$ cat src/hw/sya_settings.svh
/*
 * Systolic engine build settings
 * Grid dimension, operand and accumulator widths,
 * buffer address and counter widths, flush length
 */
`ifndef SYA_SETTINGS_SVH
`define SYA_SETTINGS_SVH

// Grid is SYA_DIM x SYA_DIM processing elements
`define SYA_DIM        4

// Operand widths
`define SYA_ACT_W      8
`define SYA_WGT_W      8

// Product width plus 8 bits of channel growth
`define SYA_PSUM_W     24

// Global buffer address and loop counters
`define SYA_ADDR_W     16
`define SYA_CNT_W      8

// Cycles after the last read until every cell has its last product
`define SYA_FLUSH_CYC  (3 * `SYA_DIM)

`endif

$ cat src/hw/sya_pkg.sv
/*
 * Systolic engine shared types
 * Scalar and vector data types, configuration word,
 * output write bundle and run state encoding
 */
`include "sya_settings.svh"

package sya_pkg;

    // Scalar types
    typedef logic signed [`SYA_ACT_W-1:0]  act_t;
    typedef logic signed [`SYA_WGT_W-1:0]  wgt_t;
    typedef logic signed [`SYA_PSUM_W-1:0] psum_t;
    typedef logic [`SYA_ADDR_W-1:0]        addr_t;
    typedef logic [`SYA_CNT_W-1:0]         cnt_t;

    // One operand per grid row / column
    typedef act_t [`SYA_DIM-1:0] act_vec_t;
    typedef wgt_t [`SYA_DIM-1:0] wgt_vec_t;

    // Accumulators indexed [row][col]
    typedef psum_t [`SYA_DIM-1:0][`SYA_DIM-1:0] psum_mat_t;

    // Configuration word, MSB first
    typedef struct packed {
        addr_t      act_base;
        addr_t      wgt_base;
        addr_t      ofm_base;
        cnt_t       chn;
        cnt_t       num_grp;
        logic [3:0] shift;
        act_t       zp;
    } sya_cfg_t;

    // One requantized output row
    typedef struct packed {
        addr_t    addr;
        act_vec_t data;
    } ofm_wr_t;

    typedef enum logic [1:0] {
        IDLE,
        FEED,
        FLUSH,
        DRAIN
    } sya_state_e;

endpackage

$ cat src/hw/sya_skew.sv
/*
 * Operand skew on entry to the grid
 * Activation row r and weight column c delayed by r and c cycles,
 * valid bits carried alongside
 */
`include "sya_settings.svh"

module sya_skew
    import sya_pkg::*;
(
    input  logic                clk,
    input  logic                rst_n,
    input  act_vec_t            rd_act,
    input  wgt_vec_t            rd_wgt,
    input  logic                rd_vld,
    output act_vec_t            act_in,
    output logic [`SYA_DIM-1:0] act_in_vld,
    output wgt_vec_t            wgt_in,
    output logic [`SYA_DIM-1:0] wgt_in_vld
);

    for (genvar i = 0; i < `SYA_DIM; i++) begin : g_lane
        if (i == 0) begin : g_pass
            // Lane 0 enters the grid undelayed
            assign act_in[i]     = rd_act[i];
            assign wgt_in[i]     = rd_wgt[i];
            assign act_in_vld[i] = rd_vld;
            assign wgt_in_vld[i] = rd_vld;
        end else begin : g_dly
            act_t act_sr [i];
            wgt_t wgt_sr [i];
            logic vld_sr [i];

            always_ff @(posedge clk) begin
                act_sr[0] <= rd_act[i];
                wgt_sr[0] <= rd_wgt[i];
                for (int j = 1; j < i; j++) begin
                    act_sr[j] <= act_sr[j-1];
                    wgt_sr[j] <= wgt_sr[j-1];
                end
            end

            always_ff @(posedge clk or negedge rst_n) begin
                if (!rst_n) begin
                    for (int j = 0; j < i; j++) begin
                        vld_sr[j] <= 1'b0;
                    end
                end else begin
                    vld_sr[0] <= rd_vld;
                    for (int j = 1; j < i; j++) begin
                        vld_sr[j] <= vld_sr[j-1];
                    end
                end
            end

            assign act_in[i]     = act_sr[i-1];
            assign wgt_in[i]     = wgt_sr[i-1];
            assign act_in_vld[i] = vld_sr[i-1];
            assign wgt_in_vld[i] = vld_sr[i-1];
        end
    end

endmodule

$ cat config.mk
export PLATFORM = sky130hd
export DESIGN_NAME = sya_skew
export DESIGN_NICKNAME = d
export VERILOG_FILES = /design/src/hw/sya_pkg.sv /design/src/hw/sya_skew.sv
export VERILOG_INCLUDE_DIRS = /design/src /design/src/hw
export SDC_FILE = /design/constraint.sdc
export NUM_CORES = 1
export LEC_CHECK = 0
export BUFFER_PORTS_ARGS = -buffer_cell sky130_fd_sc_hd__buf_2
export CAP_MARGIN = 20
export CORE_MARGIN = 2
export CORE_UTILIZATION = 42
export CTS_CLUSTER_DIAMETER = 100
export DETAILED_ROUTE_END_ITERATION = 6
export PLACE_DENSITY = 0.77
export SLEW_MARGIN = 40
export SYNTH_ARGS = -nofsm -noshare
export SYNTH_HDL_FRONTEND = slang
export SYNTH_SLANG_ARGS = --single-unit
$ cat constraint.sdc
create_clock -name clk -period 0.9 [get_ports clk]
set_clock_uncertainty 0.1 [all_clocks]
set_input_delay 0.09 -clock clk [delete_from_list [all_inputs] [get_ports clk]]
set_output_delay 0.09 -clock clk [all_outputs]
set_load 0.01 [all_outputs]
==> metrics.txt <==
Routed WL per cell 12.2 um; XOR/XNOR Fraction of Synth Area 0; CTS Buffer Depth 2; Max stage delay on crit path 0.39 ns; Worst Hold Class in -> out; maximum VDD drop 1.40 mV; routability cong. 0.645; vias in the first global route 1,400; Yosys reg bits 99; initial antenna violation count 0; H-tree depth 3; Syn Area/Cell 15.7 um^2; Pins Over Slew Limit 0; Worst-Margin Slew 0.104 ns; Layout area overhead 44.6%; gr usage total 0.139; Synth area leader dfxtp_1; post-synthesis simple-gate area fraction 0; cell row count 27; Ys Warns 0; synthesized area 2400 um^2; CTS tree done; cell with the most instances after synthesis dfxtp_1; P_leak 1.63 nW; initial core utilization 0.436; final worst setup slack -0.167 ns; final period utilization 1.19; outcome finished with violations; Multi-input gate area 0 um^2; Synth Instances 153; Primary FF master, synth dfxtp_1; layout cells sized above 1 0.505; crit-path cells buf_2; post-synthesis adder-cell area fraction 0; drt total wl 4.22 mm; Seq. cell area 2020 um^2; buffers added on ports 106; Fmax 937 MHz; remaining antenna violation count 0; Synth Area in Compound Gates 0; total grt overflow 0; Critical Path Fanout Max 3; initial DRC count 10; Final nets 335; largest net degree at the start of global routing 16; Clk pin slew, worst setup/hold paths 0.08 ns; Ports 139; PD cells 2380 nW/um^2; Synth area leaders dfxtp_1 (80%), buf_4 (17%), dfrtp_1 (3.1%); die width 79.6 um; core box area 5510 um^2; worst skew pair latency 0.35 ns; post-synthesis mux area share 0; final critical-path required period 1.07 ns; Hold WS 0.0800 ns; Worst Setup Start Kind flip-flop; endpoints failing setup 54; Async SR Flop Fraction 0.0303; multi-input combinational gate total 0; CTS Sinks 99; detailed-route DRC error count 0; failing checks setup timing; fillers 407; synthesized net count 220; Rel. slew slack 0.930; Vias/cell 3.77; vias after detailed routing 1,299; Distinct cells, synth 3; Buf/Inv on CP 1; Crit-path slowest cell dfrtp_1; Die Height 79.6 um; max-cap violation count 0; number of synthesized flops with an enable pin 0; crit path capture type output pin; total die area 6340 um^2; Hold Fails Final Rpt 0; Post-synth top cells dfxtp_1 (96), buf_4 (54), dfrtp_1 (3); drt pass-1 iters 4; crit-path leading delay family flip-flops; Seq/Total Area, Yosys 0.831; largest family of logic cells by synthesized area buffers and inverters; Setup Crit Path Kind reg -> out; CP arrival 0.88 ns; unrepaired setup endpoints after global routing true; root buf cell clkbuf_8; number of antenna diodes 0; dpl ws 0.196 ns; CTS Buf Count 9; WP data required 0.71 ns; first-pass GRT wire length 6.22 mm; post-synth top area share 0.800
==> sequential cells by signal, summed over array words and instances, names as in the netlist <==
name                 flops
act_in_vld               2
g_lane.g_dly.act_sr     48
g_lane.g_dly.vld_sr      1
g_lane.g_dly.wgt_sr     48
==> metrics by stage <==
stage	utilization	power (mW)	instance area [um^2]	setup TNS (ns)	instances
after global placement	0.475	5.06	2620	0	277
after CTS	0.611	8.27	3360	-5.42	345
after detailed placement	0.475	5.08	2620	0	277
after floorplan	-	5.03	2400	0	153
final	0.631	8.26	3470	-4.10	345
after global routing	0.631	8.62	3470	-6.66	345
==> cells in the final DEF (no fill, tap or decap) <==
cell and n:
buf_2 91, buf_4 1, buf_6 15, bufinv_16 2
clkbuf_8 11, clkinv_2 3, dfrtp_1 3, dfxtp_1 81
dfxtp_2 15, dlygate4sd3_1 51
==> cell type report <==
class                 count  share of cell area
sequential               99               0.580
tap                      72              0.0259
timing repair buffer    158               0.329
clock buffer             11              0.0436
clock inverter            5              0.0216
==> power breakdown <==
group	leakage (nW)	internal (mW)	switching, mW
combinational	0.667	0.347	0.182
clock	0.119	1.70	1.34
sequential	0.845	4.62	0.0609
==> worst paths after layout <==
kind / start / end / slack, ns / cells after the start
worst max-delay path: act_in_vld[2]$_DFF_PN0_ / wgt_in_vld[2] / -0.17 / 1
worst min-delay path: rd_act[3] / act_in[3] / 0.08 / 0
worst min register to register: g_lane[2].g_dly.wgt_sr[0][1]$_DFF_P_ / g_lane[2].g_dly.wgt_sr[0][9]$_DFF_P_ / 0.23 / 0
worst max register to register: g_lane[2].g_dly.vld_sr[1]$_DFF_PN0_ / act_in_vld[2]$_DFF_PN0_ / 0.18 / 1
max in group asynchronous: rst_n / act_in_vld[2]$_DFF_PN0_ / 0.10 / 3
min in group asynchronous: rst_n / g_lane[2].g_dly.vld_sr[1]$_DFF_PN0_ / 0.50 / 3
==> kinds of logic (layout without fill, tap and decap cells) <==
family,count (synthesis),after routing
flip-flops,99,99
buffers and inverters,54,174
==> routing by layer <==
| layer | global-route usage | vias to the layer above | share of wire |
|---|---|---|---|
| met5 | 0 | - | 0 |
| met3 | 0.0690 | 15 | 0.12 |
| li1 | - | 641 | - |
| met2 | 0.230 | 81 | 0.51 |
| met4 | 0.102 | 0 | 0.025 |
| met1 | 0.131 | 562 | 0.34 |
==> repair_timing <==
| item | in CTS | in global routing |
|---|---|---|
| endpoints found under the setup margin | 54 | 57 |
| endpoints found under the hold margin | 52 | 3 |
| buffers inserted | 1 | 0 |
| hold buffers | 51 | 1 |
| gates resized for setup | 0 | 30 |
| gates cloned | 0 | 0 |
(Power assumes the default switching activity.)
