**src/hw/sya_settings.svh**
```systemverilog
/*
 * Systolic engine build settings
 * Grid dimension, operand and accumulator widths,
 * buffer address and counter widths, flush length
 */
`ifndef SYA_SETTINGS_SVH
`define SYA_SETTINGS_SVH

// Grid is SYA_DIM x SYA_DIM processing elements
`define SYA_DIM        4

// Operand widths
`define SYA_ACT_W      8
`define SYA_WGT_W      8

// Product width plus 8 bits of channel growth
`define SYA_PSUM_W     24

// Global buffer address and loop counters
`define SYA_ADDR_W     16
`define SYA_CNT_W      8

// Cycles after the last read until every cell has its last product
`define SYA_FLUSH_CYC  (3 * `SYA_DIM)

`endif

```
**src/hw/sya_pkg.sv**
```systemverilog
/*
 * Systolic engine shared types
 * Scalar and vector data types, configuration word,
 * output write bundle and run state encoding
 */
`include "sya_settings.svh"

package sya_pkg;

    // Scalar types
    typedef logic signed [`SYA_ACT_W-1:0]  act_t;
    typedef logic signed [`SYA_WGT_W-1:0]  wgt_t;
    typedef logic signed [`SYA_PSUM_W-1:0] psum_t;
    typedef logic [`SYA_ADDR_W-1:0]        addr_t;
    typedef logic [`SYA_CNT_W-1:0]         cnt_t;

    // One operand per grid row / column
    typedef act_t [`SYA_DIM-1:0] act_vec_t;
    typedef wgt_t [`SYA_DIM-1:0] wgt_vec_t;

    // Accumulators indexed [row][col]
    typedef psum_t [`SYA_DIM-1:0][`SYA_DIM-1:0] psum_mat_t;

    // Configuration word, MSB first
    typedef struct packed {
        addr_t      act_base;
        addr_t      wgt_base;
        addr_t      ofm_base;
        cnt_t       chn;
        cnt_t       num_grp;
        logic [3:0] shift;
        act_t       zp;
    } sya_cfg_t;

    // One requantized output row
    typedef struct packed {
        addr_t    addr;
        act_vec_t data;
    } ofm_wr_t;

    typedef enum logic [1:0] {
        IDLE,
        FEED,
        FLUSH,
        DRAIN
    } sya_state_e;

endpackage

```
**src/hw/sya_pe.sv**
```systemverilog
/*
 * Processing element
 * Signed multiply-accumulate, activation forwarded east,
 * weight forwarded south
 */
`include "sya_settings.svh"

module sya_pe
    import sya_pkg::*;
(
    input  logic  clk,
    input  logic  rst_n,
    input  logic  clr,
    input  act_t  act_i,
    input  logic  act_vld_i,
    input  wgt_t  wgt_i,
    input  logic  wgt_vld_i,
    output act_t  act_o,
    output logic  act_vld_o,
    output wgt_t  wgt_o,
    output logic  wgt_vld_o,
    output psum_t psum
);
    logic signed [`SYA_ACT_W+`SYA_WGT_W-1:0] prod;

    assign prod = act_i * wgt_i;

    // Operand forwarding, one hop per cycle
    always_ff @(posedge clk) begin
        act_o <= act_i;
        wgt_o <= wgt_i;
    end

    always_ff @(posedge clk or negedge rst_n) begin
        if (!rst_n) begin
            act_vld_o <= 1'b0;
            wgt_vld_o <= 1'b0;
            psum      <= '0;
        end else begin
            act_vld_o <= act_vld_i;
            wgt_vld_o <= wgt_vld_i;
            if (clr) begin
                psum <= '0;
            end else if (act_vld_i && wgt_vld_i) begin
                psum <= psum + psum_t'(prod);
            end
        end
    end

endmodule

```
**src/hw/sya_pe_array.sv**
```systemverilog
/*
 * Output-stationary PE grid
 * Cells chained east for activations and south for weights,
 * full accumulator matrix exposed
 */
`include "sya_settings.svh"

module sya_pe_array
    import sya_pkg::*;
(
    input  logic                clk,
    input  logic                rst_n,
    input  logic                acc_clr,
    input  act_vec_t            act_in,
    input  logic [`SYA_DIM-1:0] act_in_vld,
    input  wgt_vec_t            wgt_in,
    input  logic [`SYA_DIM-1:0] wgt_in_vld,
    output psum_mat_t           psum
);
    // Horizontal links [row][col], col DIM is the east edge
    act_t act_h  [`SYA_DIM][`SYA_DIM+1];
    logic act_hv [`SYA_DIM][`SYA_DIM+1];
    // Vertical links [row][col], row DIM is the south edge
    wgt_t wgt_v  [`SYA_DIM+1][`SYA_DIM];
    logic wgt_vv [`SYA_DIM+1][`SYA_DIM];

    for (genvar i = 0; i < `SYA_DIM; i++) begin : g_edge
        assign act_h[i][0]  = act_in[i];
        assign act_hv[i][0] = act_in_vld[i];
        assign wgt_v[0][i]  = wgt_in[i];
        assign wgt_vv[0][i] = wgt_in_vld[i];
    end

    for (genvar r = 0; r < `SYA_DIM; r++) begin : g_row
        for (genvar c = 0; c < `SYA_DIM; c++) begin : g_col
            sya_pe u_pe (
                .clk       (clk),
                .rst_n     (rst_n),
                .clr       (acc_clr),
                .act_i     (act_h[r][c]),
                .act_vld_i (act_hv[r][c]),
                .wgt_i     (wgt_v[r][c]),
                .wgt_vld_i (wgt_vv[r][c]),
                .act_o     (act_h[r][c+1]),
                .act_vld_o (act_hv[r][c+1]),
                .wgt_o     (wgt_v[r+1][c]),
                .wgt_vld_o (wgt_vv[r+1][c]),
                .psum      (psum[r][c])
            );
        end
    end

endmodule

```
**config.mk**
```make
export PLATFORM = sky130hd
export DESIGN_NAME = sya_pe_array
export DESIGN_NICKNAME = d
export VERILOG_FILES = /design/src/hw/sya_pkg.sv /design/src/hw/sya_pe.sv /design/src/hw/sya_pe_array.sv
export VERILOG_INCLUDE_DIRS = /design/src /design/src/hw
export SDC_FILE = /design/constraint.sdc
export NUM_CORES = 2
export LEC_CHECK = 0
export BUFFER_PORTS_ARGS = -buffer_cell sky130_fd_sc_hd__buf_4
export CORE_MARGIN = 2
export CORE_UTILIZATION = 70
export CTS_BUF_LIST = sky130_fd_sc_hd__clkbuf_4
export DETAILED_ROUTE_END_ITERATION = 16
export PLACE_DENSITY = 0.95
export SYNTH_ARGS = -nofsm -noshare
export SYNTH_HDL_FRONTEND = slang
export SYNTH_HIERARCHICAL = 1
export SYNTH_SLANG_ARGS = --single-unit
```
**constraint.sdc**
```tcl
create_clock -name clk -period 9.6 [get_ports clk]
set_input_delay 0.48 -clock clk [delete_from_list [all_inputs] [get_ports clk]]
set_output_delay 0.48 -clock clk [all_outputs]
set_load 0.05 [all_outputs]
```
==> results.sh <==
export IMPL_maxSlewHeadroom_pct=9.28
export IMPL_r2r_start="g_row[0].g_col[2].u_pe/wgt_o[0]"
export IMPL_cp_max_fo=17
export IMPL_overflow=0
export IMPL_ctsHtreeMaxLevel=4
export IMPL_cpMostUsedCell="fa_1"
export IMPL_dp_hpwl_mm=181
export IMPL_startpoint_type="flip-flop"
export IMPL_vias=64399
export IMPL_utilization_pct=78.4
export IMPL_critical_path_cell_chain="and2_1, inv_1, fa_1, inv_1, fa_1, fa_1, fa_1, fa_1, ha_1, o211ai_1, o21ai_1, a221o_1, o311ai_2, mux2i_1, nand2_1"
export IMPL_yosys_warnings=6
export IMPL_cpPeakStageDelay_ns=0.95
export IMPL_grt_pass1_vias=73137
export IMPL_hp_class="input pin to flip-flop"
export IMPL_hold_violations=0
export IMPL_drc_errors=0
export IMPL_cts_setup_buffers=0
export IMPL_fin_crit_sh_pct=65.5
export IMPL_portBuffers=458
export IMPL_worstPathArrival_ns=7.43
export IMPL_clk_latency_ns=1.29
export IMPL_cts_resized=0
export IMPL_status="complete, no violations"
export IMPL_crit_required_ns=10.74
export IMPL_start_util_pct=70.7
export IMPL_rows=127
export IMPL_synthToLayoutAreaGrowth_pct=11.0
export IMPL_crit_type="flip-flop to flip-flop"
export IMPL_setup_worst_path_start="g_row[0].g_col[2].u_pe/wgt_o[0]"
export IMPL_tightestPinTransition_ns=1.36
export IMPL_wl_per_cell_um=22.4
export IMPL_totalWireLength_mm=237
export IMPL_hold_depth=2
export IMPL_period_needed_ns=6.29
export IMPL_path_buf_inv=2
export IMPL_grt_start_max_net_pins=114
export IMPL_setup_tns_final_ns=0
export IMPL_dieWidth_um=352
export IMPL_fp_dieH_um=352
export IMPL_syn_cell_area_mm2=0.0849
export IMPL_synth_area_per_cell_um2=10.5
export IMPL_synth_nets=10721
export IMPL_rr_worst_depth=15
export IMPL_setup_viol=0
export IMPL_viasPerCell=6.07
export IMPL_timing_fmax_mhz=159
export IMPL_final_common_cell="fa_1"
export IMPL_crit_path_end_kind="flip-flop"
export IMPL_final_max_slew_viol_count=0
export IMPL_holdBufCountCts=145
export IMPL_die_area_mm2=0.124
export IMPL_holdWs_ns=0.125
export IMPL_r2r_slack_ns=3.31
export IMPL_cts_root_buf="clkbuf_4"
export IMPL_grt_setup_unrepaired="no"
export IMPL_first_iter_violations=5798
export IMPL_layout_common_cells="1664 x fa_1, 1586 x inv_1, 864 x ha_1, 769 x nand2_1, 531 x and2_1"
export IMPL_cts_buffers=176
export IMPL_grt_usage_pct=39.7
export IMPL_path_depth=15
export IMPL_worstSetupEndpoint="g_row[1].g_col[2].u_pe/psum[22]"
export IMPL_drtAntennaViolNets=0
export IMPL_antenna_found_initial=11
export IMPL_grt_first_pass_wirelength_mm=386
export IMPL_max_cap_viol_count=0
export IMPL_final_layout_size_suffix_gt1_share_pct=10.3
export IMPL_crit_family="adder cells"
export IMPL_finClkSkew_ns=0.116
export IMPL_clock_sinks=600
export IMPL_core_area_mm2=0.120
export IMPL_clock_path_buffers=3
export IMPL_ios=459
export IMPL_synth_cells=8118
export IMPL_clk_pin_slew_worst_paths_ns=0.07
export IMPL_r2r_end="g_row[1].g_col[2].u_pe/psum[22]"
export IMPL_place_gp_congestion=0.980
export IMPL_nets=11439
export IMPL_crit_slowest_cell="and2_1"
export IMPL_first_pass_iters=8
export IMPL_cts_tree="built"
sequential cells by signal (all words and copies together) (netlist names):
signal	flops
g_row.g_col.u_pe/act_vld_o	12
g_row.g_col.u_pe/psum	384
g_row.g_col.u_pe/wgt_vld_o	12
g_row.g_col.u_pe/wgt_o	96
g_row.g_col.u_pe/act_o	96
cell type report:
class / count / area (um2)
multi-input combinational: 5849 / 64600
fill: 6961 / 25900
sequential: 600 / 14100
inverter: 1586 / 5950
timing repair buffer: 623 / 5080
tap: 1612 / 2020
clock buffer: 238 / 1790
clock inverter: 92 / 661
antenna: 16 / 40.0
layer usage:
metal / global-route usage [%] / part of all wire, % / vias to the layer above
met1: 45.6 / 34 / 32298
met4: 27.0 / 7.9 / 8
li1: - / - / 27135
met2: 63.6 / 48 / 3675
met3: 12.9 / 10 / 1283
met5: 0 / 0.034 / -
through the flow:
stage	std cells	setup WS [ns]	instance area (um2)
after floorplan	8118	4.06	84900
after detailed placement	10125	3.49	90200
after global placement	10125	3.65	90200
after global routing	10611	3.13	94200
after CTS	10600	3.42	94200
final	10616	3.31	94200
how the worst min path moves through the flow:
stage                                           from  slack, ns                               end
floorplan                                      rst_n       0.18  g_row[0].g_col[0].u_pe/act_vld_o
global placement    g_row[1].g_col[3].u_pe/wgt_vld_o       0.42  g_row[2].g_col[3].u_pe/wgt_vld_o
detailed placement  g_row[1].g_col[3].u_pe/wgt_vld_o       0.41  g_row[2].g_col[3].u_pe/wgt_vld_o
CTS                                       act_in[11]      0.003   g_row[1].g_col[0].u_pe/act_o[3]
global route                              act_in[12]       0.03   g_row[1].g_col[0].u_pe/act_o[4]
finish                                    act_in[12]       0.12   g_row[1].g_col[0].u_pe/act_o[4]
Power is left out: the tool's default activity adds up to more than one toggle a clock period on the data nets, which glitch-free logic cannot reach.
