===== config.mk =====
export PLATFORM = sky130hd
export DESIGN_NAME = sya_ctrl
export DESIGN_NICKNAME = d
export VERILOG_FILES = /design/src/hw/sya_pkg.sv /design/src/hw/sya_ctrl.sv
export VERILOG_INCLUDE_DIRS = /design/src /design/src/hw
export SDC_FILE = /design/constraint.sdc
export NUM_CORES = 1
export LEC_CHECK = 0
export BUFFER_PORTS_ARGS = -buffer_cell sky130_fd_sc_hd__buf_2
export CAP_MARGIN = 20
export CORE_ASPECT_RATIO = 2
export CORE_MARGIN = 10
export CORE_UTILIZATION = 44
export DETAILED_ROUTE_END_ITERATION = 7
export PLACE_DENSITY = 0.88
export SLEW_MARGIN = 30
export SYNTH_ARGS = -nofsm -noshare
export SYNTH_HDL_FRONTEND = slang
export SYNTH_SLANG_ARGS = --single-unit

===== constraint.sdc =====
create_clock -name clk -period 1.95 [get_ports clk]
set_clock_uncertainty 0.05 [all_clocks]
set_input_delay 0.39 -clock clk [delete_from_list [all_inputs] [get_ports clk]]
set_output_delay 0.39 -clock clk [all_outputs]
set_load 0.005 [all_outputs]

===== src/hw/sya_settings.svh =====
/*
 * Systolic engine build settings
 * Grid dimension, operand and accumulator widths,
 * buffer address and counter widths, flush length
 */
`ifndef SYA_SETTINGS_SVH
`define SYA_SETTINGS_SVH

// Grid is SYA_DIM x SYA_DIM processing elements
`define SYA_DIM        4

// Operand widths
`define SYA_ACT_W      8
`define SYA_WGT_W      8

// Product width plus 8 bits of channel growth
`define SYA_PSUM_W     24

// Global buffer address and loop counters
`define SYA_ADDR_W     16
`define SYA_CNT_W      8

// Cycles after the last read until every cell has its last product
`define SYA_FLUSH_CYC  (3 * `SYA_DIM)

`endif


===== src/hw/sya_pkg.sv =====
/*
 * Systolic engine shared types
 * Scalar and vector data types, configuration word,
 * output write bundle and run state encoding
 */
`include "sya_settings.svh"

package sya_pkg;

    // Scalar types
    typedef logic signed [`SYA_ACT_W-1:0]  act_t;
    typedef logic signed [`SYA_WGT_W-1:0]  wgt_t;
    typedef logic signed [`SYA_PSUM_W-1:0] psum_t;
    typedef logic [`SYA_ADDR_W-1:0]        addr_t;
    typedef logic [`SYA_CNT_W-1:0]         cnt_t;

    // One operand per grid row / column
    typedef act_t [`SYA_DIM-1:0] act_vec_t;
    typedef wgt_t [`SYA_DIM-1:0] wgt_vec_t;

    // Accumulators indexed [row][col]
    typedef psum_t [`SYA_DIM-1:0][`SYA_DIM-1:0] psum_mat_t;

    // Configuration word, MSB first
    typedef struct packed {
        addr_t      act_base;
        addr_t      wgt_base;
        addr_t      ofm_base;
        cnt_t       chn;
        cnt_t       num_grp;
        logic [3:0] shift;
        act_t       zp;
    } sya_cfg_t;

    // One requantized output row
    typedef struct packed {
        addr_t    addr;
        act_vec_t data;
    } ofm_wr_t;

    typedef enum logic [1:0] {
        IDLE,
        FEED,
        FLUSH,
        DRAIN
    } sya_state_e;

endpackage


===== src/hw/sya_ctrl.sv =====
/*
 * Systolic engine control
 * Configuration latch and run FSM
 * Channel, phase and group counters
 * Accumulator clear and drain row strobes
 */
`include "sya_settings.svh"

module sya_ctrl
    import sya_pkg::*;
(
    input  logic                        clk,
    input  logic                        rst_n,
    input  logic                        cfg_vld,
    input  sya_cfg_t                    cfg,
    output logic                        cfg_rdy,
    output sya_cfg_t                    cfg_q,
    output sya_state_e                  state,
    output cnt_t                        k,
    output cnt_t                        g,
    output logic                        acc_clr,
    output logic                        drain_row_vld,
    output logic [$clog2(`SYA_DIM)-1:0] drain_row
);
    localparam int PH_W = $clog2(`SYA_FLUSH_CYC);

    sya_state_e      next_state;
    logic [PH_W-1:0] ph_cnt;
    logic            k_last;
    logic            flush_last;
    logic            row_last;
    logic            grp_last;

    assign cfg_rdy       = (state == IDLE);
    assign k_last        = (k == cfg_q.chn - cnt_t'(1));
    assign flush_last    = (ph_cnt == PH_W'(`SYA_FLUSH_CYC - 1));
    assign row_last      = (ph_cnt == PH_W'(`SYA_DIM - 1));
    assign grp_last      = (g == cfg_q.num_grp - cnt_t'(1));
    assign drain_row_vld = (state == DRAIN);
    assign drain_row     = ph_cnt[$clog2(`SYA_DIM)-1:0];

    // ============================================================
    // Run FSM
    // ============================================================
    always_comb begin
        next_state = state;
        case (state)
            IDLE: begin
                if (cfg_vld) begin
                    next_state = FEED;
                end
            end
            FEED: begin
                if (k_last) begin
                    next_state = FLUSH;
                end
            end
            FLUSH: begin
                if (flush_last) begin
                    next_state = DRAIN;
                end
            end
            DRAIN: begin
                if (row_last) begin
                    next_state = grp_last ? IDLE : FEED;
                end
            end
            default: next_state = IDLE;
        endcase
    end

    // ============================================================
    // Registers and counters
    // ============================================================
    always_ff @(posedge clk or negedge rst_n) begin
        if (!rst_n) begin
            state   <= IDLE;
            cfg_q   <= '0;
            k       <= '0;
            g       <= '0;
            ph_cnt  <= '0;
            acc_clr <= 1'b0;
        end else begin
            state <= next_state;
            // One-cycle clear on every entry to FEED
            acc_clr <= (next_state == FEED) && (state != FEED);
            if (cfg_rdy && cfg_vld) begin
                cfg_q <= cfg;
            end
            k <= (state == FEED && !k_last) ? k + cnt_t'(1) : '0;
            // Shared by FLUSH length and DRAIN row index
            if ((state == FLUSH && !flush_last) || (state == DRAIN && !row_last)) begin
                ph_cnt <= ph_cnt + PH_W'(1);
            end else begin
                ph_cnt <= '0;
            end
            if (state == IDLE) begin
                g <= '0;
            end else if (state == DRAIN && row_last) begin
                g <= g + cnt_t'(1);
            end
        end
    end

endmodule


==> flow_summary.yaml <==
outcome:
  outcome: "finished with violations"
  violations: "negative setup slack"
routing:
  wl_met1_um: 4020
  wl_met2_um: 7500
  dr.max_layer_used: "met4"
  post_drt_wl_per_cell_um: 18.3
  finalWirelength_um: 12700
  wl_met3_um: 896
  via_per_inst: 5.03
  vias: 3489
  first_iter_violations: 146
  first_pass_iters: 4
  ant_nets: 0
  drc_errors: 0
floorplanning:
  start_util_pct: 44.8
  num_rows: 51
  pin_count: 178
  die_w_um: 90.5
  coreArea_mm2: 0.00976
  die_height_um: 161
  die_area_mm2: 0.0146
synth:
  netlist.area_leader.share_pct: 56.6
  yosys_warnings: 0
  synth_commonest_cells: "99 x dfrtp_1, 72 x mux2_2, 21 x nor2_1, 16 x o21ai_0, 15 x nand2_1"
  synthTopCellsByArea: "dfrtp_1 57%, mux2_2 19%, xnor2_1 2.8%"
  yosysSeqAreaShare_pct: 56.6
  post-synth-top-count-cell: "dfrtp_1"
  syn_avg_cell_area_um2: 12.6
  synth_enable_flop_cells: 0
  ys_types: 44
  ys_seq_elements: 99
  synthFlopType: "dfrtp_1"
  postSynthCellCount: 347
  async_flop_share_pct: 100
  syn_area_mm2: 0.00438
  synth_area_leader_cell: "dfrtp_1"
  syn-num-nets: 431
global_route:
  grt_pass1_vias: 4015
  grt_max_degree: 100
  antenna_found_initial: 1
  grt_pass1_wl_um: 20500
  grt.overflow.total: 0
  grt_use_total_pct: 17.4
timing:
  fin_crit_sh_pct: 100
  rsz0062_at_grt: "yes"
  fin_ws_ps: -6.44
  finalSetupTns_ps: -6.44
  finalHoldViolCount: 0
  max_freq_mhz: 511
  report.final.setup_viol: 1
  report.final.slew_viol_count: 0
  relSlewSlack_pct: 65.0
  min_period_ps: 1960
  worst_pin_slew_ps: 524
setup_path:
  crit_chain: "inv_2, ha_4, or3b_4, a21o_1, a21boi_2, o21ai_2, buf_4, o31ai_2"
  reg2reg_to: "state[1]"
  path_class: "reg2reg"
  end_kind: "register"
  crit_path_max_incr_delay_ps: 410
  setup.worst_path.start_class: "register"
  arrival_ps: 2160
  ff2ff_setup_slack_ps: -6
  worst-path-max-fanout: 3
  r2r_cells: 8
  r2r_start: "cfg_q[21]"
  cp.required_ps: 2150
  crit_path_top_delay_cell: "dfrtp_1"
cts:
  clkTransAtPathRegs_ps: 70
  cts_tree: "yes"
  numCtsBuffers: 9
  cts.sink_count: 99
  clockRootBuffer: "clkbuf_16"
  htree_levels: 3
  hold_buffers: 0
  cts_buffer_depth: 2
  insertion_delay_ps: 340
final_layout:
  fin_nets: 639
  drive_gt1_share_pct: 57.3
  fin_util_pct: 61.9
  fill_cells: 749
  area_growth_syn_to_layout_pct: 38.0
place:
  globalplace.congestion: 0.924
  dpl.hpwl_um: 9930
  post-place-ws_ps: -119
  portBuffers: 177
power:
  leakagePower_nw: 3.31
  vdd_drop_max_mv: 0.565
  total_power_w: 0.00391
  power_density_mw_per_mm2: 647
job:
  cap_viol_max_count: 0
worst_hold_path:
  min-delay-path-class: "in2async"
## per-stage QoR
stage / hold WS (ps) / instances / area [um2]
2_1_floorplan: 44.4 / 347 / 4380
3_3_place_gp: 414 / 671 / 5620
3_5_place_dp: 434 / 671 / 5620
4_1_cts: 56.7 / 690 / 5990
5_1_grt: 81.0 / 693 / 6040
6_report: 41.5 / 693 / 6040
## metal layers
layer | GRT usage [%] | vias to the layer above
met2 | 34.1 | 121
met5 | 0 | -
met1 | 15.4 | 1718
met4 | 7.86 | 0
met3 | 5.48 | 21
li1 | - | 1629
## cell type report
| cell class | count | area [um2] | area share [%] |
|---|---|---|---|
| multi-input combinational | 223 | 1880 | 31.1 |
| clock inverter | 6 | 53.8 | 0.891 |
| sequential | 99 | 2480 | 41.0 |
| tap | 132 | 165 | 2.73 |
| timing repair buffer | 212 | 1190 | 19.7 |
| inverter | 10 | 37.5 | 0.621 |
| clock buffer | 10 | 239 | 3.96 |
| antenna | 1 | 2.50 | 0.0414 |
## cells in the final DEF, fill, tap and decap left out, types with 3 or more instances in the layout
cell / instances
inv_6: 3
ha_1: 3
dfrtp_1: 99
nor3_1: 5
nand3b_1: 5
inv_2: 4
and3_1: 3
nand3_1: 11
xnor2_1: 14
buf_4: 33
buf_2: 176
o21ai_0: 16
nand2_1: 15
buf_12: 3
a31oi_1: 3
xor2_1: 13
clkbuf_16: 9
nor2_1: 21
nand2b_1: 4
inv_1: 6
mux2_2: 72
## worst max-delay path by stage
stage,startpoint,end,slack (ps),cells past startpoint
3_5_place_dp,cfg_q[21],k[7],-120,8
5_1_grt,cfg_q[20],state[1],-90,8
2_1_floorplan,cfg_q[20],k[2],1,8
6_report,cfg_q[21],state[1],-6,8
4_1_cts,cfg_q[12],state[0],10,8
3_3_place_gp,cfg_q[21],k[7],-50,8
## sequential cells by signal (all words and copies together) (netlist names)
signal   cells
state        2
ph_cnt       4
acc_clr      1
k            8
g            8
cfg_q       76
## cell families (layout without fill, tap and decap cells)
logic type                 Yosys count  count (layout)  synth area share [%]
muxes                               73              73                  18.8
and+or+nand+nor                     85              85                  10.5
buffers and inverters               26             238                  2.72
adders and majority gates            5               5                  1.43
xor gates and xnor gates            27              27                  5.40
DFF                                 99              99                  56.6
AOI/OAI and AO/OA                   32              33                  4.63
other                                0               1                     0
## critical path, delay by kind of cell, from the launching register on
kind / cells / cell delay, ps
AOI/OAI and AO/OA: 4 / 620
and+or+nand+nor: 1 / 400
DFF: 1 / 410
buffers and inverters: 2 / 250
adders and majority gates: 1 / 140
## where the power goes
part	switching (W)	internal [W]	total, W
Clock	0.000807	0.000930	0.00174
Sequential	0	0.00205	0.00205
Combinational	0.0000604	0.0000602	0.000121
## timing repair
item                                    4_1_cts  5_1_grt
gates resized for setup                      10        8
gates cloned                                  1        0
endpoints found under the setup margin       11       11
endpoints found under the hold margin         0        0
setup buffers                                 2        2
pin swaps                                     3        5
No activity file was read; power rests on OpenSTA's default activity.
