File: src/hw/sya_settings.svh
/*
 * Systolic engine build settings
 * Grid dimension, operand and accumulator widths,
 * buffer address and counter widths, flush length
 */
`ifndef SYA_SETTINGS_SVH
`define SYA_SETTINGS_SVH

// Grid is SYA_DIM x SYA_DIM processing elements
`define SYA_DIM        4

// Operand widths
`define SYA_ACT_W      8
`define SYA_WGT_W      8

// Product width plus 8 bits of channel growth
`define SYA_PSUM_W     24

// Global buffer address and loop counters
`define SYA_ADDR_W     16
`define SYA_CNT_W      8

// Cycles after the last read until every cell has its last product
`define SYA_FLUSH_CYC  (3 * `SYA_DIM)

`endif

File: src/hw/sya_pkg.sv
/*
 * Systolic engine shared types
 * Scalar and vector data types, configuration word,
 * output write bundle and run state encoding
 */
`include "sya_settings.svh"

package sya_pkg;

    // Scalar types
    typedef logic signed [`SYA_ACT_W-1:0]  act_t;
    typedef logic signed [`SYA_WGT_W-1:0]  wgt_t;
    typedef logic signed [`SYA_PSUM_W-1:0] psum_t;
    typedef logic [`SYA_ADDR_W-1:0]        addr_t;
    typedef logic [`SYA_CNT_W-1:0]         cnt_t;

    // One operand per grid row / column
    typedef act_t [`SYA_DIM-1:0] act_vec_t;
    typedef wgt_t [`SYA_DIM-1:0] wgt_vec_t;

    // Accumulators indexed [row][col]
    typedef psum_t [`SYA_DIM-1:0][`SYA_DIM-1:0] psum_mat_t;

    // Configuration word, MSB first
    typedef struct packed {
        addr_t      act_base;
        addr_t      wgt_base;
        addr_t      ofm_base;
        cnt_t       chn;
        cnt_t       num_grp;
        logic [3:0] shift;
        act_t       zp;
    } sya_cfg_t;

    // One requantized output row
    typedef struct packed {
        addr_t    addr;
        act_vec_t data;
    } ofm_wr_t;

    typedef enum logic [1:0] {
        IDLE,
        FEED,
        FLUSH,
        DRAIN
    } sya_state_e;

endpackage

File: src/hw/sya_drain.sv
/*
 * Result drain
 * Accumulator row select, ReLU, shift and zero-point requantization,
 * sequential output write address
 */
`include "sya_settings.svh"

module sya_drain
    import sya_pkg::*;
(
    input  logic                        clk,
    input  logic                        rst_n,
    input  sya_cfg_t                    cfg_q,
    input  logic                        acc_clr,
    input  logic                        drain_row_vld,
    input  logic [$clog2(`SYA_DIM)-1:0] drain_row,
    input  psum_mat_t                   psum,
    output logic                        ofm_wr_vld,
    output ofm_wr_t                     ofm_wr
);
    psum_t [`SYA_DIM-1:0] row_sel;
    act_vec_t             rq;
    act_vec_t             row_q;
    addr_t                wr_addr;

    assign row_sel = psum[drain_row];

    // Negative clamps to 0, else low byte of the shifted value plus zp
    always_comb begin
        for (int c = 0; c < `SYA_DIM; c++) begin
            if (row_sel[c] < 0) begin
                rq[c] = '0;
            end else begin
                rq[c] = act_t'(row_sel[c] >> cfg_q.shift) + cfg_q.zp;
            end
        end
    end

    always_ff @(posedge clk) begin
        if (drain_row_vld) begin
            row_q <= rq;
        end
    end

    // A clear with no write in flight marks the start of a run
    always_ff @(posedge clk or negedge rst_n) begin
        if (!rst_n) begin
            ofm_wr_vld <= 1'b0;
            wr_addr    <= '0;
        end else begin
            ofm_wr_vld <= drain_row_vld;
            if (acc_clr && !ofm_wr_vld) begin
                wr_addr <= cfg_q.ofm_base;
            end else if (ofm_wr_vld) begin
                wr_addr <= wr_addr + addr_t'(1);
            end
        end
    end

    assign ofm_wr.addr = wr_addr;
    assign ofm_wr.data = row_q;

endmodule

File: config.mk
export PLATFORM = sky130hd
export DESIGN_NAME = sya_drain
export DESIGN_NICKNAME = d
export VERILOG_FILES = /design/src/hw/sya_pkg.sv /design/src/hw/sya_drain.sv
export VERILOG_INCLUDE_DIRS = /design/src /design/src/hw
export SDC_FILE = /design/constraint.sdc
export NUM_CORES = 1
export LEC_CHECK = 0
export ABC_AREA = 0
export BUFFER_PORTS_ARGS = -buffer_cell sky130_fd_sc_hd__buf_2
export CORE_AREA = 2 2 203 205
export CTS_CLUSTER_SIZE = 12
export DETAILED_ROUTE_END_ITERATION = 8
export DIE_AREA = 0 0 205 207
export MAX_ROUTING_LAYER = met4
export PLACE_DENSITY = 0.53
export SLEW_MARGIN = 15
export SYNTH_ARGS = -nofsm -noshare
export SYNTH_HDL_FRONTEND = slang
export SYNTH_SLANG_ARGS = --single-unit
File: constraint.sdc
create_clock -name clk -period 1.9 [get_ports clk]
set_clock_uncertainty 0.1 [all_clocks]
set_input_delay 0.38 -clock clk [delete_from_list [all_inputs] [get_ports clk]]
set_output_delay 0.38 -clock clk [all_outputs]
set_load 0.05 [all_outputs]
==> results.tsv <==
stage	metric	value	unit
status	status	complete, but fails checks	
status	violated checks	setup timing	
drt	number of DRC markers in iteration 0	767	
global_route	first-pass GRT wire length	70500	um
critical_path	max incr delay on CP	0.52	ns
drt	drt first pass iters	5	
timing	fmax	0.289	GHz
logic_synthesis	Synth area leader	mux4_2	
logic_synthesis	Synth top area share	38.6	%
floorplanning	starting density of the core	22.8	%
cts	CTS tree	done	
run	maximum capacitance violations	0	
drt	Vias/cell	5.16	
logic_synthesis	ys async rst share	34.7	%
global_route	vias in the first global route	10900	
critical_path	Worst R2R End	wr_addr[12]$_DFFE_PN0P_	
floorplanning	die height	207	um
global_route	antenna violations before repair	34	
placed_design	detailed placer's ending HPWL	43100	um
critical_path	cell count of the worst reg-to-reg path	8	
floorplanning	Core Region	0.0404	mm2
power	overall power	8.11	mW
critical_path	buffer and inverter count on the worst path	3	
logic_synthesis	Top FF cell, synth	edfxtp_1	
cts	Longest Clk Path Bufs	2	
placed_design	port buffer count	466	
drt	via count	10900	
logic_synthesis	Area contributors post-synth	mux4_2 (39%), edfxtp_1 (10%), mux2i_1 (6.0%)	
critical_path	CP Max Fanout	6	
critical_path	WP data arrival	3.41	ns
cts	CTS root buf	clkbuf_16	
logic_synthesis	Mapped Cells	889	
power	peak supply drop	0.000370	V
critical_path	Worst Setup SP	drain_row[0]	
cts	CTS Buf Count	5	
logic_synthesis	top-count cell post-synth	mux4_2	
critical_path	delay-heaviest family, CP	multiplexers	
critical_path	Critical R2R Launch	wr_addr[0]$_DFFE_PN0P_	
critical_path	CP Class	input pin to register	
critical_path	CP required	1.85	ns
critical_path	startpoint types	input pin	
timing	Slew @ Worst Pin	0.513	ns
floorplanning	Cell Rows	74	
layout	fraction of layout cells with a size suffix above 1	67.0	%
logic_synthesis	Syn Area/Cell	10.4	um2
timing	final setup vio count	32	
drt	average wire per standard cell	24.0	um
timing	fin worst setup slack	-1.56	ns
power	Pleak	6.82	nW
power	Power Dens Cells	529	mW/mm2
timing	final-report hold violation count	0	
placed_design	routability cong.	1.06	
critical_path	R2R setup slack	0.05	ns
floorplanning	Ports	515	
layout	P&R area growth vs syn	66.2	%
timing	unrepaired setup endpoints after global routing	yes	
critical_path	CP Capture Type	register	
cts	clock-pin slew on the worst setup and hold paths	0.07	ns
logic_synthesis	mapped cell area	0.00922	mm2
cts	H-tree levels	2	
global_route	pin count of the biggest net entering global routing	34	
drt	Post-DRT Antenna Nets	0	
critical_path	Critical Path Sink	ofm_wr[31]$_SDFFCE_PP0P_	
logic_synthesis	synth warn	0	
critical_path	slowest CP cell	mux4_2	
timing	Max Slew Vio Count	0	
floorplanning	Die W	205	um
logic_synthesis	EDFF count, synth	32	
critical_path	cell depth of the worst setup path	16	
timing	post-layout min period	3.46	ns
cts	clk sinks	49	
timing	Worst slew margin	65.8	%
drt	final wirelength	50500	um
min_path	Hold Crit Depth	3	
global_route	total congestion overflow	0	
min_path	worst min path class	input pin to register	
layout	final net count	2044	
timing	Final TNS setup	-36.87	ns
logic_synthesis	Seq/Total Area, Yosys	15.0	%
logic_synthesis	synth unique cells	52	
logic_synthesis	Mapped Nets	1388	
critical_path	CP Cell Sequence	clkbuf_16 -> buf_12 -> mux4_2 -> mux4_2 -> nand2_2 -> nand2_2 -> nand2_1 -> o21a_1 -> inv_1 -> ha_1 -> a21o_1 -> a21oi_2 -> o21ai_2 -> o41ai_2 -> xnor3_1 -> nor2b_1	
logic_synthesis	synthesized flop and latch total	49	
drt	DRC	0	
global_route	total track usage	23.1	%
cts	Clk Latency, worst-skew pair	0.29	ns
floorplanning	die area	0.0424	mm2
timing	final period utilization	182	%
logic_synthesis	Synth top cells by count	mux4_2 (158), nand2_1 (106), nor2_1 (93)	
layout	number of fill cells	4152	
-- what timing repair did --
action | CTS | global route
endpoints found under the setup margin | 32 | 35
gates resized for setup | 62 | 104
pin swaps | 12 | 39
buffers inserted | 15 | 27
gates cloned | 3 | 10
endpoints found under the hold margin | 17 | 0
hold buffers | 1 | 0
-- cells in the final DEF (no fill, tap or decap), types with 6 or more instances in the layout --
| cell type | instances |
|---|---|
| buf_6 | 16 |
| clkbuf_16 | 15 |
| o21ai_2 | 11 |
| a21oi_1 | 49 |
| and3_1 | 6 |
| dfrtp_1 | 13 |
| buf_16 | 6 |
| o22ai_1 | 7 |
| mux2i_1 | 47 |
| o221a_2 | 6 |
| nand2_2 | 10 |
| a21oi_2 | 21 |
| ha_1 | 20 |
| mux2_4 | 8 |
| a21o_1 | 8 |
| a31oi_1 | 6 |
| edfxtp_1 | 32 |
| xor2_1 | 10 |
| nor2b_4 | 9 |
| inv_1 | 10 |
| nand3_1 | 13 |
| o21a_1 | 6 |
| a211oi_1 | 10 |
| o21ai_0 | 15 |
| nor3_1 | 6 |
| nor2b_1 | 11 |
| mux4_2 | 158 |
| nand2b_1 | 9 |
| buf_12 | 24 |
| buf_2 | 463 |
| nor2_1 | 86 |
| mux2_2 | 18 |
| nand2_1 | 96 |
| diode_2 | 27 |
| buf_4 | 206 |
| o21ai_1 | 15 |
| ha_4 | 7 |
-- through the flow --
| step | instance area (um2) | worst slack (ns) | cells | utilization, % | hold WS [ns] |
|---|---|---|---|---|---|
| 4_1_cts | 14400 | -1.58 | 2046 | 35.6 | 0.239 |
| 2_1_floorplan | 9450 | -1.88 | 889 | - | -0.0156 |
| 6_report | 15300 | -1.56 | 2104 | 37.9 | 0.247 |
| 5_1_grt | 15300 | -1.66 | 2098 | 37.9 | 0.265 |
| 3_5_place_dp | 13800 | -2.13 | 2020 | 34.2 | 0.239 |
| 3_3_place_gp | 13800 | -2.06 | 2020 | 34.2 | 0.239 |
-- layout make-up --
type	count	area [um2]	area share, %
inverter	13	48.8	0.319
clock inverter	2	35.0	0.229
antenna	27	67.6	0.441
timing repair buffer	730	5010	32.7
tap	532	666	4.35
clock buffer	5	125	0.817
multi-input combinational	746	7970	52.0
sequential	49	1390	9.09
-- cell families (layout without fill, tap and decap cells) --
| group | Yosys count | count (layout) | share of synthesized area, % |
|---|---|---|---|
| mux | 239 | 239 | 47.8 |
| fa+ha+maj | 33 | 33 | 4.81 |
| simple gates | 270 | 270 | 12.7 |
| compound gates | 182 | 182 | 12.2 |
| flops | 49 | 49 | 15.0 |
| other cells | 0 | 27 | 0 |
| xor+xnor | 22 | 22 | 2.54 |
| buf+inv | 94 | 750 | 5.02 |
-- where the power goes --
| group | internal [mW] | total, mW | leakage, nW | switching (mW) |
|---|---|---|---|---|
| clock network | 0.613 | 1.03 | 0.0798 | 0.413 |
| logic | 2.71 | 5.58 | 6.25 | 2.87 |
| registers | 1.37 | 1.50 | 0.490 | 0.129 |
-- how the worst min path moves through the flow --
stage	to	from
detailed placement	wr_addr[6]$_DFFE_PN0P_	rst_n
finish	wr_addr[10]$_DFFE_PN0P_	cfg_q[38]
global route	wr_addr[8]$_DFFE_PN0P_	cfg_q[36]
CTS	wr_addr[10]$_DFFE_PN0P_	cfg_q[38]
floorplan	ofm_wr_vld$_DFF_PN0_	rst_n
global placement	wr_addr[6]$_DFFE_PN0P_	rst_n
-- state kept, by name, summed over array words and instances (netlist names) --
signal      flops
ofm_wr_vld      1
wr_addr        16
ofm_wr         32
-- worst reg2reg max path: cells and delay by family, from the launching register on --
| family | cells | cell delay, ns |
|---|---|---|
| AND/OR/NAND/NOR | 5 | 0.76 |
| flip-flops | 1 | 0.42 |
| AO/OA/AOI/OAI | 2 | 0.32 |
| adder cells (fa/ha/maj) | 1 | 0.16 |
-- metal layers --
metal / up-vias / routed length, um / GRT usage (%) / share of wire, %
met5: - / 0 / - / 0
met1: 5348 / 20100 / 28.5 / 40
met3: 109 / 3100 / 2.22 / 6.1
met4: 0 / 2200 / 8.04 / 4.3
met2: 534 / 25100 / 39.3 / 50
li1: 4868 / - / - / -
(Power assumes the default switching activity.)
